<file path="src/hdl/shade_params.svh">
`ifndef SHADE_PARAMS_SVH
`define SHADE_PARAMS_SVH

// Ray index width, 32 rays in flight.
`define RAY_ID_W 5

// Unsigned Q1.15 channel format.
`define CHAN_W 16
`define FRAC_W 15

// 1.0 in Q1.15.
`define ONE_Q 16'h8000

// Finished-ray FIFO depth, a power of two.
`define DONE_DEPTH 8

`endif

</file>
<file path="src/hdl/color_pkg.sv">
`default_nettype none

`include "shade_params.svh"

package color_pkg;

  // One unsigned Q1.15 channel.
  typedef logic [`CHAN_W-1:0] chan_t;

  typedef struct packed {
    chan_t red;
    chan_t green;
    chan_t blue;
  } color_t;

  // Store word, accumulated radiance and path throughput.
  typedef struct packed {
    color_t b;
    color_t m;
  } bm_entry_t;

endpackage

`default_nettype wire

</file>
<file path="src/hdl/ray_pkg.sv">
`default_nettype none

`include "shade_params.svh"

package ray_pkg;

  import color_pkg::*;

  typedef logic [`RAY_ID_W-1:0] ray_id_t;

  typedef enum logic [1:0] {
    OP_INIT   = 2'd0, // Reset entry, no output.
    OP_BOUNCE = 2'd1,
    OP_LAST   = 2'd2  // Final bounce, emits colour.
  } hit_op_t;

  // Input hit record.
  typedef struct packed {
    hit_op_t op;
    ray_id_t ray_id;
    color_t  direct;
    color_t  spec;
  } hit_t;

  // Finished ray.
  typedef struct packed {
    ray_id_t ray_id;
    color_t  color;
  } ray_done_t;

endpackage

`default_nettype wire

</file>
<file path="src/hdl/skid_buf.sv">
`default_nettype none
`timescale 1ns/1ps

module skid_buf
  import ray_pkg::*;
(
  input  logic clk,
  input  logic arst_n,
  input  logic s_valid,
  input  hit_t s_data,
  output logic s_stall,
  output logic m_valid,
  output hit_t m_data,
  input  logic m_stall
);

  hit_t main_data;
  hit_t spare_data;
  logic main_valid;
  logic spare_valid;
  logic take_in;
  logic take_out;
  logic main_free;

  assign take_in   = s_valid & ~s_stall;
  assign take_out  = main_valid & ~m_stall;
  assign main_free = ~main_valid | take_out;

  // Stall only when the spare slot is occupied.
  assign s_stall = spare_valid;
  assign m_valid = main_valid;
  assign m_data  = main_data;

  always_ff @(posedge clk or negedge arst_n) begin
    if (!arst_n) begin
      main_valid  <= 1'b0;
      spare_valid <= 1'b0;
    end else if (main_free) begin
      main_valid  <= spare_valid | take_in;
      spare_valid <= 1'b0;
    end else if (take_in) begin
      spare_valid <= 1'b1; // Downstream stalled, park the record.
    end
  end

  always_ff @(posedge clk) begin
    if (main_free) begin
      main_data <= spare_valid ? spare_data : s_data;
    end
    if (take_in && !main_free) begin
      spare_data <= s_data;
    end
  end

endmodule

`default_nettype wire

</file>
<file path="config.mk">
export PLATFORM = sky130hd
export DESIGN_NAME = skid_buf
export DESIGN_NICKNAME = d
export VERILOG_FILES = /design/src/hdl/color_pkg.sv /design/src/hdl/ray_pkg.sv /design/src/hdl/skid_buf.sv
export VERILOG_INCLUDE_DIRS = /design/src /design/src/hdl
export SDC_FILE = /design/constraint.sdc
export NUM_CORES = 1
export LEC_CHECK = 0
export ABC_AREA = 1
export BUFFER_PORTS_ARGS = -buffer_cell sky130_fd_sc_hd__buf_2
export CAP_MARGIN = 20
export CORE_UTILIZATION = 55
export CTS_BUF_LIST = sky130_fd_sc_hd__clkbuf_16
export CTS_CLUSTER_DIAMETER = 150
export DETAILED_ROUTE_END_ITERATION = 16
export PLACE_DENSITY = 0.83
export SYNTH_ARGS = -nofsm -noshare
export SYNTH_HDL_FRONTEND = slang
export SYNTH_SLANG_ARGS = --single-unit
</file>
<file path="constraint.sdc">
create_clock -name clk -period 16.5 [get_ports clk]
set_clock_uncertainty 0.2 [all_clocks]
set_input_delay 2.475 -clock clk [delete_from_list [all_inputs] [get_ports clk]]
set_output_delay 2.475 -clock clk [all_outputs]
set_load 0.02 [all_outputs]
</file>
==> results.py <==
metrics = {
    "status": {
        "status": "completed",
    },
    "cells_and_area": {
        "fill_cells": 928,
        "multi_input_comb_area_um2": 1200,
        "design_area_um2": 9340,
        "seq_area_um2": 6240,
        "fin_nets": 869,
        "area_delta_synth_final_pct": 23.0,
        "layout-drive-gt1-share_pct": 31.2,
    },
    "floorplanning": {
        "start_util_pct": 56.8,
        "die_y_um": 119,
        "rows": 42,
        "ios": 212,
        "die_area_um2": 14300,
        "die_w_um": 119,
        "coreArea_um2": 13300,
    },
    "cts": {
        "cts_tree": "yes",
        "clk_latency_ns": 0.48,
        "clk_pin_slew_ns": 0.06,
        "post_cts_buffers": 0,
        "clockRootBuffer": "clkbuf_16",
        "clock-sinks": 208,
        "cts_hold_buf": 0,
        "cts_resized": 0,
        "htreeDepth": 1,
        "cts.path.max_buffers": 3,
        "cts_made_buffers": 21,
    },
    "synthesis": {
        "yosys.area.top_type": "edfxtp_1",
        "yosysTopAreaCellShare_pct": 81.5,
        "synth_seq_cells": 208,
        "syn_inst": 547,
        "synth_area_um2": 7590,
        "avgSynthCellArea_um2": 13.9,
        "synth_warnings": 0,
        "synth.distinct_cells": 7,
        "yosysSeqAreaShare_pct": 82.2,
        "syn-num-nets": 654,
        "ys_top_cells_by_area": "edfxtp_1 (82%), nand2_1 (15%), buf_6 (1.2%), buf_2 (0.99%), dfrtp_1 (0.66%)",
    },
    "timing": {
        "period_share_pct": 27.9,
        "hold_ws_ns": 0.315,
        "slew_viol_final": 0,
        "tns_ns": 0,
        "worst_pin_slew_ns": 1.05,
        "slew_headroom_pct": 29.7,
        "rsz0062_at_grt": "false",
        "period_needed_ns": 4.61,
        "max_freq_ghz": 0.217,
        "setup_violations": 0,
        "finalHoldViolCount": 0,
        "fin_ws_ns": 11.89,
    },
    "pwr": {
        "powerDensity_nw_per_um2": 126,
        "intPower_mw": 0.897,
        "vdd_drop_max_mv": 0.0931,
        "power_frac_seq_pct": 55.0,
        "p_leak_nw": 4.09,
        "swShare_pct": 23.8,
        "clkPwrFrac_pct": 34.6,
        "p_switching_mw": 0.280,
        "combPwrFrac_pct": 10.5,
    },
    "place": {
        "placed_area_um2": 8750,
        "hpwl_um": 9530,
        "place.gp.congestion": 0.777,
        "dpl_worst_slack_ns": 12.04,
        "port_buffers": 211,
    },
    "detailed_routing": {
        "wire_per_inst_um": 15.6,
        "drc": 0,
        "wirelength_um": 14800,
        "first_iter_violations": 367,
        "vias": 4794,
        "firstDrtPassIters": 5,
        "routed_via_density": 5.04,
        "final_antenna_net_count": 0,
    },
    "critical_path": {
        "start_kind": "flop",
        "end_kind": "output pin",
        "worstPathArrival_ns": 1.93,
        "cp_slowest_cell": "dfrtp_4",
        "required_ns": 13.82,
        "worst_path_largest_cell_delay_ns": 1.12,
        "crit_chain": "buf_2",
        "path_class": "reg -> out",
        "path_buf_inv": 1,
        "cp_max_fo": 106,
        "path_delay_family": "flip-flops",
    },
    "global_route": {
        "grtUsageTotal_pct": 20.9,
        "overflow": 0,
        "grt_pass1_vias": 4702,
        "grt_antenna_before_repair": 1,
        "grt_pass1_wl_um": 22900,
        "grt_max_degree": 107,
    },
    "flow_run": {
        "maxCapViolCount": 0,
    },
    "hold_path": {
        "hp-class": "reg -> reg",
    },
}
## layer usage
metal	track usage (%)	up-vias	part of all wire, %
met5	0	-	0
met4	8.28	0	3.3
met3	4.93	40	8.9
met2	34.7	253	48
met1	26.6	2226	40
li1	-	2275	-
## cell usage after synthesis
| library cell | n |
|---|---|
| buf_2 | 15 |
| buf_6 | 8 |
| nor2_1 | 3 |
| edfxtp_1 | 206 |
| inv_2 | 1 |
| nand2_1 | 312 |
| dfrtp_1 | 2 |
## state kept, by name, indices dropped and copies added, names as in the netlist
| register | flops |
|---|---|
| m_valid | 1 |
| m_data | 103 |
| spare_data | 103 |
| s_stall | 1 |
## cell families after synthesis
group                  after synthesis  synth area share (%)
and+or+nand+nor                    315                  15.6
DFF                                208                  82.2
buffers and inverters               24                  2.23
## layout make-up
cell class,count,share of cell area (%)
flip-flops and latches,208,66.8
multi-input cells,315,12.8
repair buffers,215,11.6
clock buffers,21,5.63
well taps,176,2.36
clock inverters,15,0.630
inverters,1,0.0536
diodes,1,0.0268
## power by group through the flow
stage | Combinational [mW] | Sequential [mW] | Clock [mW]
6_report | 0.123 | 0.647 | 0.407
5_1_grt | 0.135 | 0.650 | 0.429
4_1_cts | 0.125 | 0.647 | 0.412
3_5_place_dp | 0.124 | 0.657 | 0
3_3_place_gp | 0.120 | 0.656 | 0
2_1_floorplan | 0.0426 | 0.690 | 0
## stage by stage
stage | total power [mW] | instances | util [%]
after floorplan | 0.732 | 547 | -
after global placement | 0.776 | 915 | 65.5
after detailed placement | 0.781 | 915 | 65.5
after CTS | 1.18 | 951 | 69.9
after global routing | 1.21 | 952 | 69.9
final | 1.18 | 952 | 69.9
## path summary, 6_finish.rpt
check | slack [ns] | end | depth (start not counted) | start
worst max-delay path | 11.89 | s_stall | 1 | s_stall$_DFFE_PN0P_
worst min-delay path | 0.31 | m_data[69]$_DFFE_PP_ | 2 | spare_data[69]$_DFFE_PP_
min in group asynchronous | 1.57 | m_valid$_DFFE_PN0P_ | 1 | arst_n
worst max register to register | 13.08 | spare_data[52]$_DFFE_PP_ | 4 | s_stall$_DFFE_PN0P_
worst min register to register | 0.31 | m_data[69]$_DFFE_PP_ | 2 | spare_data[69]$_DFFE_PP_
max in group asynchronous | 14.41 | s_stall$_DFFE_PN0P_ | 1 | arst_n
## cells in the final DEF (no fill, tap or decap)
| cell type | netlist | routed |
|---|---|---|
| nand2_1 | 312 | 311 |
| buf_2 | 15 | 211 |
| edfxtp_1 | 206 | 206 |
| clkbuf_16 | 0 | 21 |
| clkinv_1 | 0 | 7 |
| inv_1 | 0 | 6 |
| buf_4 | 0 | 4 |
| clkinv_2 | 0 | 3 |
| nor2_1 | 3 | 2 |
| diode_2 | 0 | 1 |
| nand2_4 | 0 | 1 |
| nor2_4 | 0 | 1 |
| dfrtp_1 | 2 | 1 |
| dfrtp_4 | 0 | 1 |
Note: power is estimated with default switching activity, not from simulation.
