--- src/hdl/shade_params.svh ---
`ifndef SHADE_PARAMS_SVH
`define SHADE_PARAMS_SVH

// Ray index width, 32 rays in flight.
`define RAY_ID_W 5

// Unsigned Q1.15 channel format.
`define CHAN_W 16
`define FRAC_W 15

// 1.0 in Q1.15.
`define ONE_Q 16'h8000

// Finished-ray FIFO depth, a power of two.
`define DONE_DEPTH 8

`endif

--- src/hdl/color_pkg.sv ---
`default_nettype none

`include "shade_params.svh"

package color_pkg;

  // One unsigned Q1.15 channel.
  typedef logic [`CHAN_W-1:0] chan_t;

  typedef struct packed {
    chan_t red;
    chan_t green;
    chan_t blue;
  } color_t;

  // Store word, accumulated radiance and path throughput.
  typedef struct packed {
    color_t b;
    color_t m;
  } bm_entry_t;

endpackage

`default_nettype wire

--- src/hdl/ray_pkg.sv ---
`default_nettype none

`include "shade_params.svh"

package ray_pkg;

  import color_pkg::*;

  typedef logic [`RAY_ID_W-1:0] ray_id_t;

  typedef enum logic [1:0] {
    OP_INIT   = 2'd0, // Reset entry, no output.
    OP_BOUNCE = 2'd1,
    OP_LAST   = 2'd2  // Final bounce, emits colour.
  } hit_op_t;

  // Input hit record.
  typedef struct packed {
    hit_op_t op;
    ray_id_t ray_id;
    color_t  direct;
    color_t  spec;
  } hit_t;

  // Finished ray.
  typedef struct packed {
    ray_id_t ray_id;
    color_t  color;
  } ray_done_t;

endpackage

`default_nettype wire

--- src/hdl/done_fifo.sv ---
`default_nettype none
`timescale 1ns/1ps

`include "shade_params.svh"

module done_fifo
  import ray_pkg::*;
(
  input  logic                 clk,
  input  logic                 arst_n,
  input  logic                 push,
  input  ray_done_t            push_data,
  output logic                 pop_valid,
  output ray_done_t            pop_data,
  input  logic                 pop_stall,
  output logic [`RAY_ID_W-1:0] free_slots
);

  localparam int PTR_W = $clog2(`DONE_DEPTH);
  localparam int FS_W  = `RAY_ID_W;

  ray_done_t        mem [`DONE_DEPTH];
  logic [PTR_W-1:0] wr_ptr;
  logic [PTR_W-1:0] rd_ptr;
  logic [PTR_W:0]   count;
  logic             pop;

  assign pop_valid  = (count != '0);
  assign pop        = pop_valid & ~pop_stall;
  assign pop_data   = mem[rd_ptr];
  assign free_slots = FS_W'(`DONE_DEPTH - count);

  always_ff @(posedge clk) begin
    if (push) begin
      mem[wr_ptr] <= push_data;
    end
  end

  always_ff @(posedge clk or negedge arst_n) begin
    if (!arst_n) begin
      wr_ptr <= '0;
      rd_ptr <= '0;
      count  <= '0;
    end else begin
      if (push) wr_ptr <= wr_ptr + 1'b1; // Wraps, depth is a power of two.
      if (pop) rd_ptr <= rd_ptr + 1'b1;
      case ({push, pop})
        2'b10:   count <= count + 1'b1;
        2'b01:   count <= count - 1'b1;
        default: count <= count;
      endcase
    end
  end

endmodule

`default_nettype wire

--- config.mk ---
export PLATFORM = sky130hd
export DESIGN_NAME = done_fifo
export DESIGN_NICKNAME = d
export VERILOG_FILES = /design/src/hdl/color_pkg.sv /design/src/hdl/ray_pkg.sv /design/src/hdl/done_fifo.sv
export VERILOG_INCLUDE_DIRS = /design/src /design/src/hdl
export SDC_FILE = /design/constraint.sdc
export NUM_CORES = 1
export LEC_CHECK = 0
export ABC_AREA = 0
export BUFFER_PORTS_ARGS = -buffer_cell sky130_fd_sc_hd__buf_2
export CORE_ASPECT_RATIO = 0.75
export CORE_MARGIN = 2
export CORE_UTILIZATION = 55
export CTS_BUF_LIST = sky130_fd_sc_hd__clkbuf_16
export CTS_CLUSTER_DIAMETER = 60
export CTS_CLUSTER_SIZE = 24
export DETAILED_ROUTE_END_ITERATION = 7
export GPL_TIMING_DRIVEN = 0
export PLACE_DENSITY_LB_ADDON = 0.1
export SYNTH_ARGS = -nofsm -noshare
export SYNTH_HDL_FRONTEND = slang
export SYNTH_SLANG_ARGS = --single-unit
--- constraint.sdc ---
create_clock -name clk -period 10.8 [get_ports clk]
set_input_delay 1.62 -clock clk [delete_from_list [all_inputs] [get_ports clk]]
set_output_delay 1.62 -clock clk [all_outputs]
set_load 0.005 [all_outputs]
==> reports/results.tsv, run 1 <==
stage	metric	value	unit
worst_setup_path	Worst R2R Setup Slack	7.97	ns
outcome	status	completed	
final_layout	Finished Core Util	0.642	
clock_network	post-CTS sizing	0	
detailed_routing	Detail Route Antenna Nets	0	
logic_synthesis	synth warn	0	
place	DPL Wire Length	20300	um
final_layout	share of cells above drive strength 1	0.425	
clock_network	H-tree Lvls	1	
detailed_routing	Vias	7317	
worst_setup_path	CP Launch Type	flip-flop	
logic_synthesis	sequential area share after synthesis	0.785	
worst_setup_path	Worst Path Required	9.18	ns
die	height of the die	154	um
sta	Worst Skew	0.0137	ns
die	Initial Util	0.564	
sta	hold_ws	0.541	ns
worst_setup_path	CP Capture Type	output pin	
detailed_routing	Detailed Routing Iterations Pass 1	5	
worst_setup_path	cells on worst reg2reg path	12	
worst_setup_path	WP buf/inv	3	
worst_setup_path	Max stage delay cell, worst path	clkbuf_1	
logic_synthesis	Synth Instances	676	
logic_synthesis	Mapped Area	16500	um^2
sta	fmax	0.232	GHz
worst_setup_path	critical path cell sequence	clkbuf_1 > clkbuf_1 > mux2_2 > buf_2	
die	die span in x	204	um
sta	Fin. Hold Viols	0	
clock_network	postcts setup bufs	0	
sta	Slew @ Worst Pin	0.814	ns
detailed_routing	Iter 0 DRT Violations	458	
global_route	grt ovf	0	
logic_synthesis	Synth Register Bits	434	
worst_setup_path	Top Family by Delay on Critical Path	buffers and inverters	
logic_synthesis	synth top area cells	edfxtp_1 77%, mux4_2 14%, mux2_2 3.8%	
logic_synthesis	syn_area_per_cell	24.5	um^2
worst_setup_path	reg2reg end	count[2]	
sta	unrepaired setup endpoints after global routing	false	
place	DP Area	18100	um^2
clock_network	number of clock sinks	434	
final_layout	commonest non-fill, non-tap cell in the layout	edfxtp_1	
global_route	vias in the first global route	7788	
global_route	GRT Overall Usage	0.212	
clock_network	worst-case clock buffer depth	3	
final_layout	Finished Layout Cells	1250	
worst_setup_path	CP Class	reg -> out	
sta	fin. max-slew vios	0	
power	Power Dens Cells	253	nW/um^2
sta	Tmin final	4.31	ns
place	Setup WS pre-CTS	7.01	ns
sta	post-route setup slack	6.49	ns
hold_path	Hold Startpoint	count[3]	
detailed_routing	Post-Route WL	32200	um
sta	Worst slew margin	0.457	
sta	final period utilization	0.399	
clock_network	clk_lat worst skew	0.54	ns
power	Max IR drop VDD	128	uV
hold_path	Hold EP	count[3]	
worst_setup_path	Most Frequent Cell on Critical Path	clkbuf_1	
sta	setup TNS	0	ns
logic_synthesis	largest area contributor in the netlist	edfxtp_1	
job	total of max-cap violations	0	
clock_network	CTS hold repair buffers	0	
hold_path	Min-Delay Path Class	reg -> reg	
power	total power	4.76	mW
hold_path	Hold Path Cell Cnt	1	
die	io pins	116	
detailed_routing	DRC	0	
final_layout	commonest cells after routing, fill and taps aside	424 x edfxtp_1, 127 x buf_2, 106 x mux4_2, 56 x mux2_2, 25 x clkbuf_16	
worst_setup_path	Worst EP arrival	2.69	ns
logic_synthesis	post-synthesis cell type count	26	
worst_setup_path	worst r2r src	count[1]	
die	Die ar.	31500	um^2
die	row cnt	54	
final_layout	nets@finish	906	
detailed_routing	DR WL/cell	25.8	um
place	dpl cells	1209	
clock_network	CTS Buf Count	24	
final_layout	design area	18800	um^2
detailed_routing	drt via density	5.85	
global_route	global-route wire length before repair	48500	um
place	input/output buffers	115	
logic_synthesis	Syn Nets	739	
clock_network	CTS Root Cell	clkbuf_16	
clock_network	Worst-path clk slew	0.09	ns
worst_setup_path	Largest stage delay, worst path	0.66	ns
clock_network	CTS tree	done	
global_route	initial antenna violation count	3	
die	Core Area	29300	um^2
place	gpl congestion	0.759	
logic_synthesis	post-synth top area share	0.770	
power	Pleak	6.14	nW
global_route	pin count of the biggest net entering global routing	25	
worst_setup_path	CP max FO	10	
sta	Finish-stage setup viols	0	
final_layout	area growth from synthesis to layout	13.7	%
-- worst register-to-register path: cells and delay by family (launching register included) --
kind / cells / cell delay [ns]
compound gates: 1 / 0.14
xor+xnor: 3 / 0.48
fa+ha+maj: 3 / 0.66
buf+inv: 2 / 0.31
flops: 1 / 0.37
simple gates: 3 / 0.75
-- state kept, by name, indices dropped and copies added (netlist names) --
signal  cells
count       4
mem       424
rd_ptr      3
wr_ptr      3
-- worst max-delay path by stage --
stage	slack, ns	startpoint	depth (start not counted)	to
6_report	6.49	rd_ptr[2]	4	pop_data[26]
5_1_grt	6.37	rd_ptr[1]	6	pop_data[44]
3_5_place_dp	7.01	rd_ptr[2]	4	pop_data[26]
2_1_floorplan	4.94	push	2	mem[0][0]
3_3_place_gp	0.78	push	3	mem[0][24]
4_1_cts	6.40	rd_ptr[2]	4	pop_data[26]
-- cell families after synthesis --
logic type / count (synthesis) / synth area share
flops: 434 / 0.785
compound gates: 5 / 0.00197
buf+inv: 36 / 0.0137
mux: 162 / 0.182
simple gates: 22 / 0.00688
xor+xnor: 11 / 0.00582
fa+ha+maj: 6 / 0.00454
-- routing by layer --
layer  vias to the layer above  routed length (um)  global-route usage
met2                       182               17000               0.369
li1                       3179                   -                   -
met1                      3914               13100               0.290
met5                         -                  13                   0
met3                        40                1570              0.0343
met4                         2                 522              0.0383
-- Yosys cell counts --
cell type,instances
edfxtp_1,424
mux4_2,106
mux2_2,56
clkbuf_1,14
buf_2,12
dfrtp_1,10
nor2_1,7
ha_1,6
xor2_1,6
xnor2_1,5
buf_12,4
inv_1,4
nand2_1,4
nand2b_1,3
nor3_1,3
a21oi_1,2
a21boi_0,1
buf_4,1
buf_6,1
nand3_1,1
nand3b_1,1
nand4bb_1,1
nor2b_1,1
o21ai_0,1
o32a_1,1
or3b_2,1
-- where the power goes --
group          leakage [nW]  internal, mW  switching (mW)  total, mW
registers              3.97          2.11          0.0653       2.18
clock network         0.368         0.430           0.516      0.947
logic                  1.80         0.831           0.808       1.64
total                  6.14          3.37            1.39       4.76
-- area by class of cell --
cell class / count / area, um^2
Antenna cell: 2 / 5.00
Buffer: 32 / 211
Clock buffer: 25 / 626
Clock inverter: 14 / 104
Fill cell: 1954 / 10500
Inverter: 4 / 15.0
Multi-Input combinational cell: 206 / 3390
Sequential cell: 434 / 13000
Tap cell: 392 / 490
Timing Repair Buffer: 141 / 988
Note: power is estimated with default switching activity, not from simulation.
==> inputs of run 2 (changes only) <==
Settings changed: CORE_UTILIZATION 55 to 54.
Clock period 10.8 ns to 3.6 ns, I/O delays scaled along.
==> reports/results.tsv, run 2 (synthesis gave the netlist of run 1 again) <==
stage	metric	value	unit
detailed_routing	Iter 0 DRT Violations	458	
global_route	GRT Overall Usage	0.206	
outcome	status	completed	
global_route	pin count of the biggest net entering global routing	26	
detailed_routing	Detailed Routing Iterations Pass 1	4	
die	io pins	116	
sta	Fin. Hold Viols	0	
worst_setup_path	CP Class	reg -> out	
sta	Tmin final	3.22	ns
final_layout	Largest regs	mem: 424 flops, count: 4 flops	
clock_network	CTS tree	done	
place	input/output buffers	115	
worst_setup_path	cells on worst reg2reg path	12	
global_route	vias in the first global route	7727	
sta	Worst slew margin	0.474	
worst_setup_path	worst r2r src	count[1]	
sta	fin. max-slew vios	0	
global_route	grt ovf	0	
sta	setup TNS	0	ns
job	total of max-cap violations	0	
detailed_routing	DRC	0	
detailed_routing	Vias	7416	
power	Pleak	6.22	nW
final_layout	commonest cells after routing, fill and taps aside	424 x edfxtp_1, 127 x buf_2, 106 x mux4_2, 56 x mux2_2, 27 x clkbuf_16	
worst_setup_path	Worst EP arrival	2.68	ns
detailed_routing	Detail Route Antenna Nets	0	
worst_setup_path	CP Launch Type	flip-flop	
sta	fmax	0.311	GHz
final_layout	Top reg by flops	mem	
die	die span in x	206	um
power	Max IR drop VDD	434	uV
worst_setup_path	CP Capture Type	output pin	
detailed_routing	DR WL/cell	25.5	um
clock_network	CTS Buf Count	26	
clock_network	worst-case clock buffer depth	3	
worst_setup_path	Worst Setup EP	pop_data[27]	
final_layout	share of cells above drive strength 1	0.427	
clock_network	H-tree Lvls	1	
sta	Worst Skew	0.0108	ns
global_route	grt peak-use layer	met2	
global_route	GR Util met2	0.361	
hold_path	Min-Delay Path Class	in -> reg	
final_layout	max reg flops	424	
clock_network	CTS Root Cell	clkbuf_16	
clock_network	number of clock sinks	434	
sta	unrepaired setup endpoints after global routing	false	
sta	final period utilization	0.893	
final_layout	nets@finish	903	
detailed_routing	Post-Route WL	32000	um
place	gpl congestion	0.790	
place	DPL Wire Length	20000	um
worst_setup_path	Worst Path Required	3.06	ns
power	Power Dens Cells	772	nW/um^2
clock_network	clk_lat worst skew	0.54	ns
global_route	global-route wire length before repair	47300	um
final_layout	area growth from synthesis to layout	15.0	%
global_route	GR Util met3	0.0272	
worst_setup_path	Worst R2R Setup Slack	0.83	ns
die	Die ar.	32100	um^2
worst_setup_path	Worst Setup SP	rd_ptr[1]	
global_route	met1 usage in global routing	0.283	
worst_setup_path	CP max FO	10	
final_layout	commonest non-fill, non-tap cell in the layout	edfxtp_1	
die	Core Area	30100	um^2
sta	hold_ws	0.254	ns
clock_network	post-CTS sizing	0	
global_route	initial antenna violation count	2	
worst_setup_path	reg2reg end	count[2]	
die	row cnt	55	
detailed_routing	drt via density	5.90	
die	Initial Util	0.549	
die	height of the die	156	um
clock_network	Worst-path clk slew	0.09	ns
sta	Slew @ Worst Pin	0.786	ns
sta	Finish-stage setup viols	0	
## run 2: worst min path at each step
| stage | from | end | slack, ns | depth (start not counted) |
|---|---|---|---|---|
| after global placement | arst_n | count[3] | 0.40 | 1 |
| after floorplan | arst_n | count[0] | 0.24 | 0 |
| after global routing | push_data[28] | mem[6][28] | 0.25 | 1 |
| after CTS | push_data[12] | mem[2][12] | 0.23 | 1 |
| after detailed placement | arst_n | count[3] | 0.41 | 1 |
| final | push_data[35] | mem[3][35] | 0.25 | 1 |
## run 2: area by class of cell
class	instances	area, um^2
clock inverter	18	210
fill	2008	11100
inverter	4	15.0
multi-input combinational	206	3400
tap	399	499
clock buffer	27	676
buffer	32	211
timing repair buffer	136	1020
antenna	1	2.50
sequential	434	13000
## run 2: per-stage QoR
step / setup WS [ns] / power (mW) / std cells / area [um^2] / utilization
2_1_floorplan: 0.245 / 9.77 / 676 / 16600 / -
3_3_place_gp: -2.46 / 11.4 / 1190 / 17600 / 0.585
3_5_place_dp: 0.861 / 11.7 / 1210 / 18100 / 0.601
4_1_cts: 0.314 / 14.9 / 1256 / 19000 / 0.631
5_1_grt: 0.265 / 15.4 / 1256 / 19000 / 0.631
6_report: 0.384 / 14.7 / 1257 / 19000 / 0.631
## run 2: report_power, final
group	total, mW	internal [mW]	switching (mW)
clock	3.20	1.58	1.63
sequential	6.54	6.33	0.207
combinational	4.94	2.52	2.42
total	14.7	10.4	4.25
## run 2: per-layer routing
layer  vias to the layer above  wire length, um
li1                       3197                -
met1                      3968            13000
met2                       208            16900
met3                        41             1600
met4                         2              526
met5                         -               13
## run 2: critical path: stages (launching register included)
cell	delay, ns
dfrtp_1	0.37
buf_2	0.24
buf_2	0.34
buf_2	0.37
mux4_2	0.37
mux2_2	0.30
buf_2	0.13
## run 2: repair_timing
action	CTS	global route
hold buffers	1	0
endpoints found under the hold margin	10	0
setup buffers	0	0
==> inputs of run 3 (changes only) <==
Settings changed: CORE_UTILIZATION 54 to 50, PLACE_DENSITY set to 0.71, PLACE_DENSITY_LB_ADDON 0.1 to unset.
==> reports/results.tsv, run 3 (synthesis gave the netlist of run 1 again) <==
stage	metric	value	unit
detailed_routing	Vias	7272	
detailed_routing	Post-Route WL	31600	um
sta	final period utilization	0.895	
power	Power Dens Cells	758	nW/um^2
worst_setup_path	CP Capture Type	output pin	
detailed_routing	Detailed Routing Iterations Pass 1	5	
power	switch share	0.289	
die	io pins	116	
power	total power	14.4	mW
sta	fmax	0.311	GHz
worst_setup_path	worst r2r src	count[1]	
worst_setup_path	critical path cell sequence	buf_2 > buf_2 > buf_2 > mux4_2 > mux2_2 > buf_2	
worst_setup_path	reg2reg end	count[2]	
die	Initial Util	0.510	
final_layout	area growth from synthesis to layout	14.6	%
power	sw power	4.16	mW
die	die span in x	214	um
sta	Tmin final	3.22	ns
power	clock network power share	0.203	
clock_network	worst-case clock buffer depth	3	
clock_network	CTS tree	done	
clock_network	H-tree Lvls	1	
worst_setup_path	CP Launch Type	flip-flop	
worst_setup_path	cells on worst reg2reg path	12	
clock_network	number of clock sinks	434	
clock_network	clk_lat worst skew	0.55	ns
hold_path	Min-Delay Path Class	in -> reg	
worst_setup_path	CP Class	reg -> out	
worst_setup_path	CP max FO	10	
worst_setup_path	Worst Setup EP	pop_data[27]	
die	Core Area	32400	um^2
power	Internal Power	10.2	mW
power	Comb pwr share	0.343	
global_route	pin count of the biggest net entering global routing	26	
worst_setup_path	Worst EP arrival	2.68	ns
final_layout	Top reg by flops	mem	
final_layout	Largest regs	mem: 424 flops, count: 4 flops	
sta	Worst Skew	0.0166	ns
final_layout	nets@finish	901	
clock_network	CTS Buf Count	24	
sta	post-route setup slack	0.380	ns
place	gpl congestion	0.717	
sta	Finish-stage setup viols	0	
sta	Slew @ Worst Pin	0.836	ns
die	row cnt	57	
power	Reg power frac	0.454	
global_route	global-route wire length before repair	47400	um
worst_setup_path	Top Family by Delay on Critical Path	buffers and inverters	
detailed_routing	DR WL/cell	24.4	um
detailed_routing	DRC	0	
clock_network	Worst-path clk slew	0.09	ns
worst_setup_path	Worst Setup SP	rd_ptr[1]	
clock_network	CTS Root Cell	clkbuf_16	
global_route	initial antenna violation count	5	
job	total of max-cap violations	0	
detailed_routing	drt via density	5.62	
die	height of the die	162	um
sta	Fin. Hold Viols	0	
global_route	grt ovf	0	
worst_setup_path	Max stage delay cell, worst path	buf_2	
global_route	vias in the first global route	7560	
final_layout	commonest non-fill, non-tap cell in the layout	edfxtp_1	
worst_setup_path	Most Frequent Cell on Critical Path	buf_2	
detailed_routing	Iter 0 DRT Violations	568	
place	input/output buffers	115	
worst_setup_path	WP depth	6	
final_layout	share of cells above drive strength 1	0.419	
sta	Worst slew margin	0.441	
sta	fin. max-slew vios	0	
power	Pleak	6.16	nW
worst_setup_path	Worst Path Required	3.06	ns
place	Setup WS pre-CTS	0.915	ns
worst_setup_path	Largest stage delay, worst path	0.37	ns
outcome	status	completed	
global_route	GRT Overall Usage	0.186	
detailed_routing	Detail Route Antenna Nets	0	
worst_setup_path	Worst R2R Setup Slack	0.90	ns
final_layout	max reg flops	424	
final_layout	commonest cells after routing, fill and taps aside	424 x edfxtp_1, 127 x buf_2, 106 x mux4_2, 56 x mux2_2, 25 x clkbuf_16	
place	DPL Wire Length	19800	um
sta	unrepaired setup endpoints after global routing	false	
power	Max IR drop VDD	608	uV
die	Die ar.	34600	um^2
worst_setup_path	WP buf/inv	4	
[run 3: cell types whose count changed in the layout (fill, tap and decap cells not counted)]
cell	previous run	this run
buf_8	2	3
buf_12	16	11
inv_8	4	1
diode_2	1	3
buf_16	6	10
clkinv_1	0	3
inv_6	4	2
bufinv_16	2	1
clkbuf_16	27	25
clkinv_4	2	0
[run 3: how the worst min path moves through the flow]
stage               cells after the start          to          start  slack, ns
global placement                        1    count[3]         arst_n       0.42
finish                                  1  mem[4][39]  push_data[39]       0.25
CTS                                     2   wr_ptr[0]           push       0.22
floorplan                               0    count[0]         arst_n       0.24
detailed placement                      1    count[3]         arst_n       0.42
global route                            2   wr_ptr[0]           push       0.23
[run 3: area by class of cell]
| cell class | instances | area, um^2 |
|---|---|---|
| fillers | 2286 | 13500 |
| flip-flops and latches | 434 | 13000 |
| multi-input cells | 206 | 3400 |
| repair buffers | 136 | 1050 |
| clock buffers | 25 | 626 |
| well taps | 442 | 553 |
| plain buffers | 32 | 211 |
| clock inverters | 13 | 123 |
| inverters | 4 | 15.0 |
| diodes | 3 | 7.51 |
[run 3: worst register-to-register path: cells and delay by family, from the launching register on]
kind,cells,cell delay (ns)
flip-flops,1,0.36
AND/OR/NAND/NOR,3,0.74
AO/OA/AOI/OAI,1,0.14
buffers and inverters,2,0.26
adder cells (fa/ha/maj),3,0.65
XOR/XNOR,3,0.43
[run 3: metal layers]
| layer | GRT usage | vias to the layer above | part of all wire |
|---|---|---|---|
| met5 | 0 | - | 0.00098 |
| met2 | 0.306 | 187 | 0.49 |
| met3 | 0.0318 | 42 | 0.055 |
| li1 | - | 3179 | - |
| met1 | 0.268 | 3858 | 0.44 |
| met4 | 0.0366 | 6 | 0.016 |
[run 3: power by group through the flow]
| stage | sequential [mW] | clock, mW | combinational (mW) |
|---|---|---|---|
| finish | 6.53 | 2.92 | 4.93 |
| global route | 6.59 | 3.18 | 5.30 |
| CTS | 6.54 | 3.01 | 5.07 |
| detailed placement | 6.65 | 0 | 5.04 |
| global placement | 6.73 | 0 | 4.70 |
| floorplan | 6.63 | 0 | 3.13 |
[run 3: repair_timing]
item / CTS / global route
endpoints found under the hold margin: 10 / 0
buffers inserted: 0 / 0
gates resized for setup: 0 / 0
hold buffers: 1 / 0
[run 3: through the flow]
stage               setup TNS, ns  hold slack [ns]  std cells   util  cell area (um^2)
floorplan                       0            0.244        676      -             16600
global placement          -892.52            0.416       1233  0.545             17700
detailed placement              0            0.417       1253  0.561             18200
CTS                             0            0.222       1292  0.584             19000
global route                    0            0.232       1293  0.584             19000
finish                          0            0.247       1295  0.585             19000
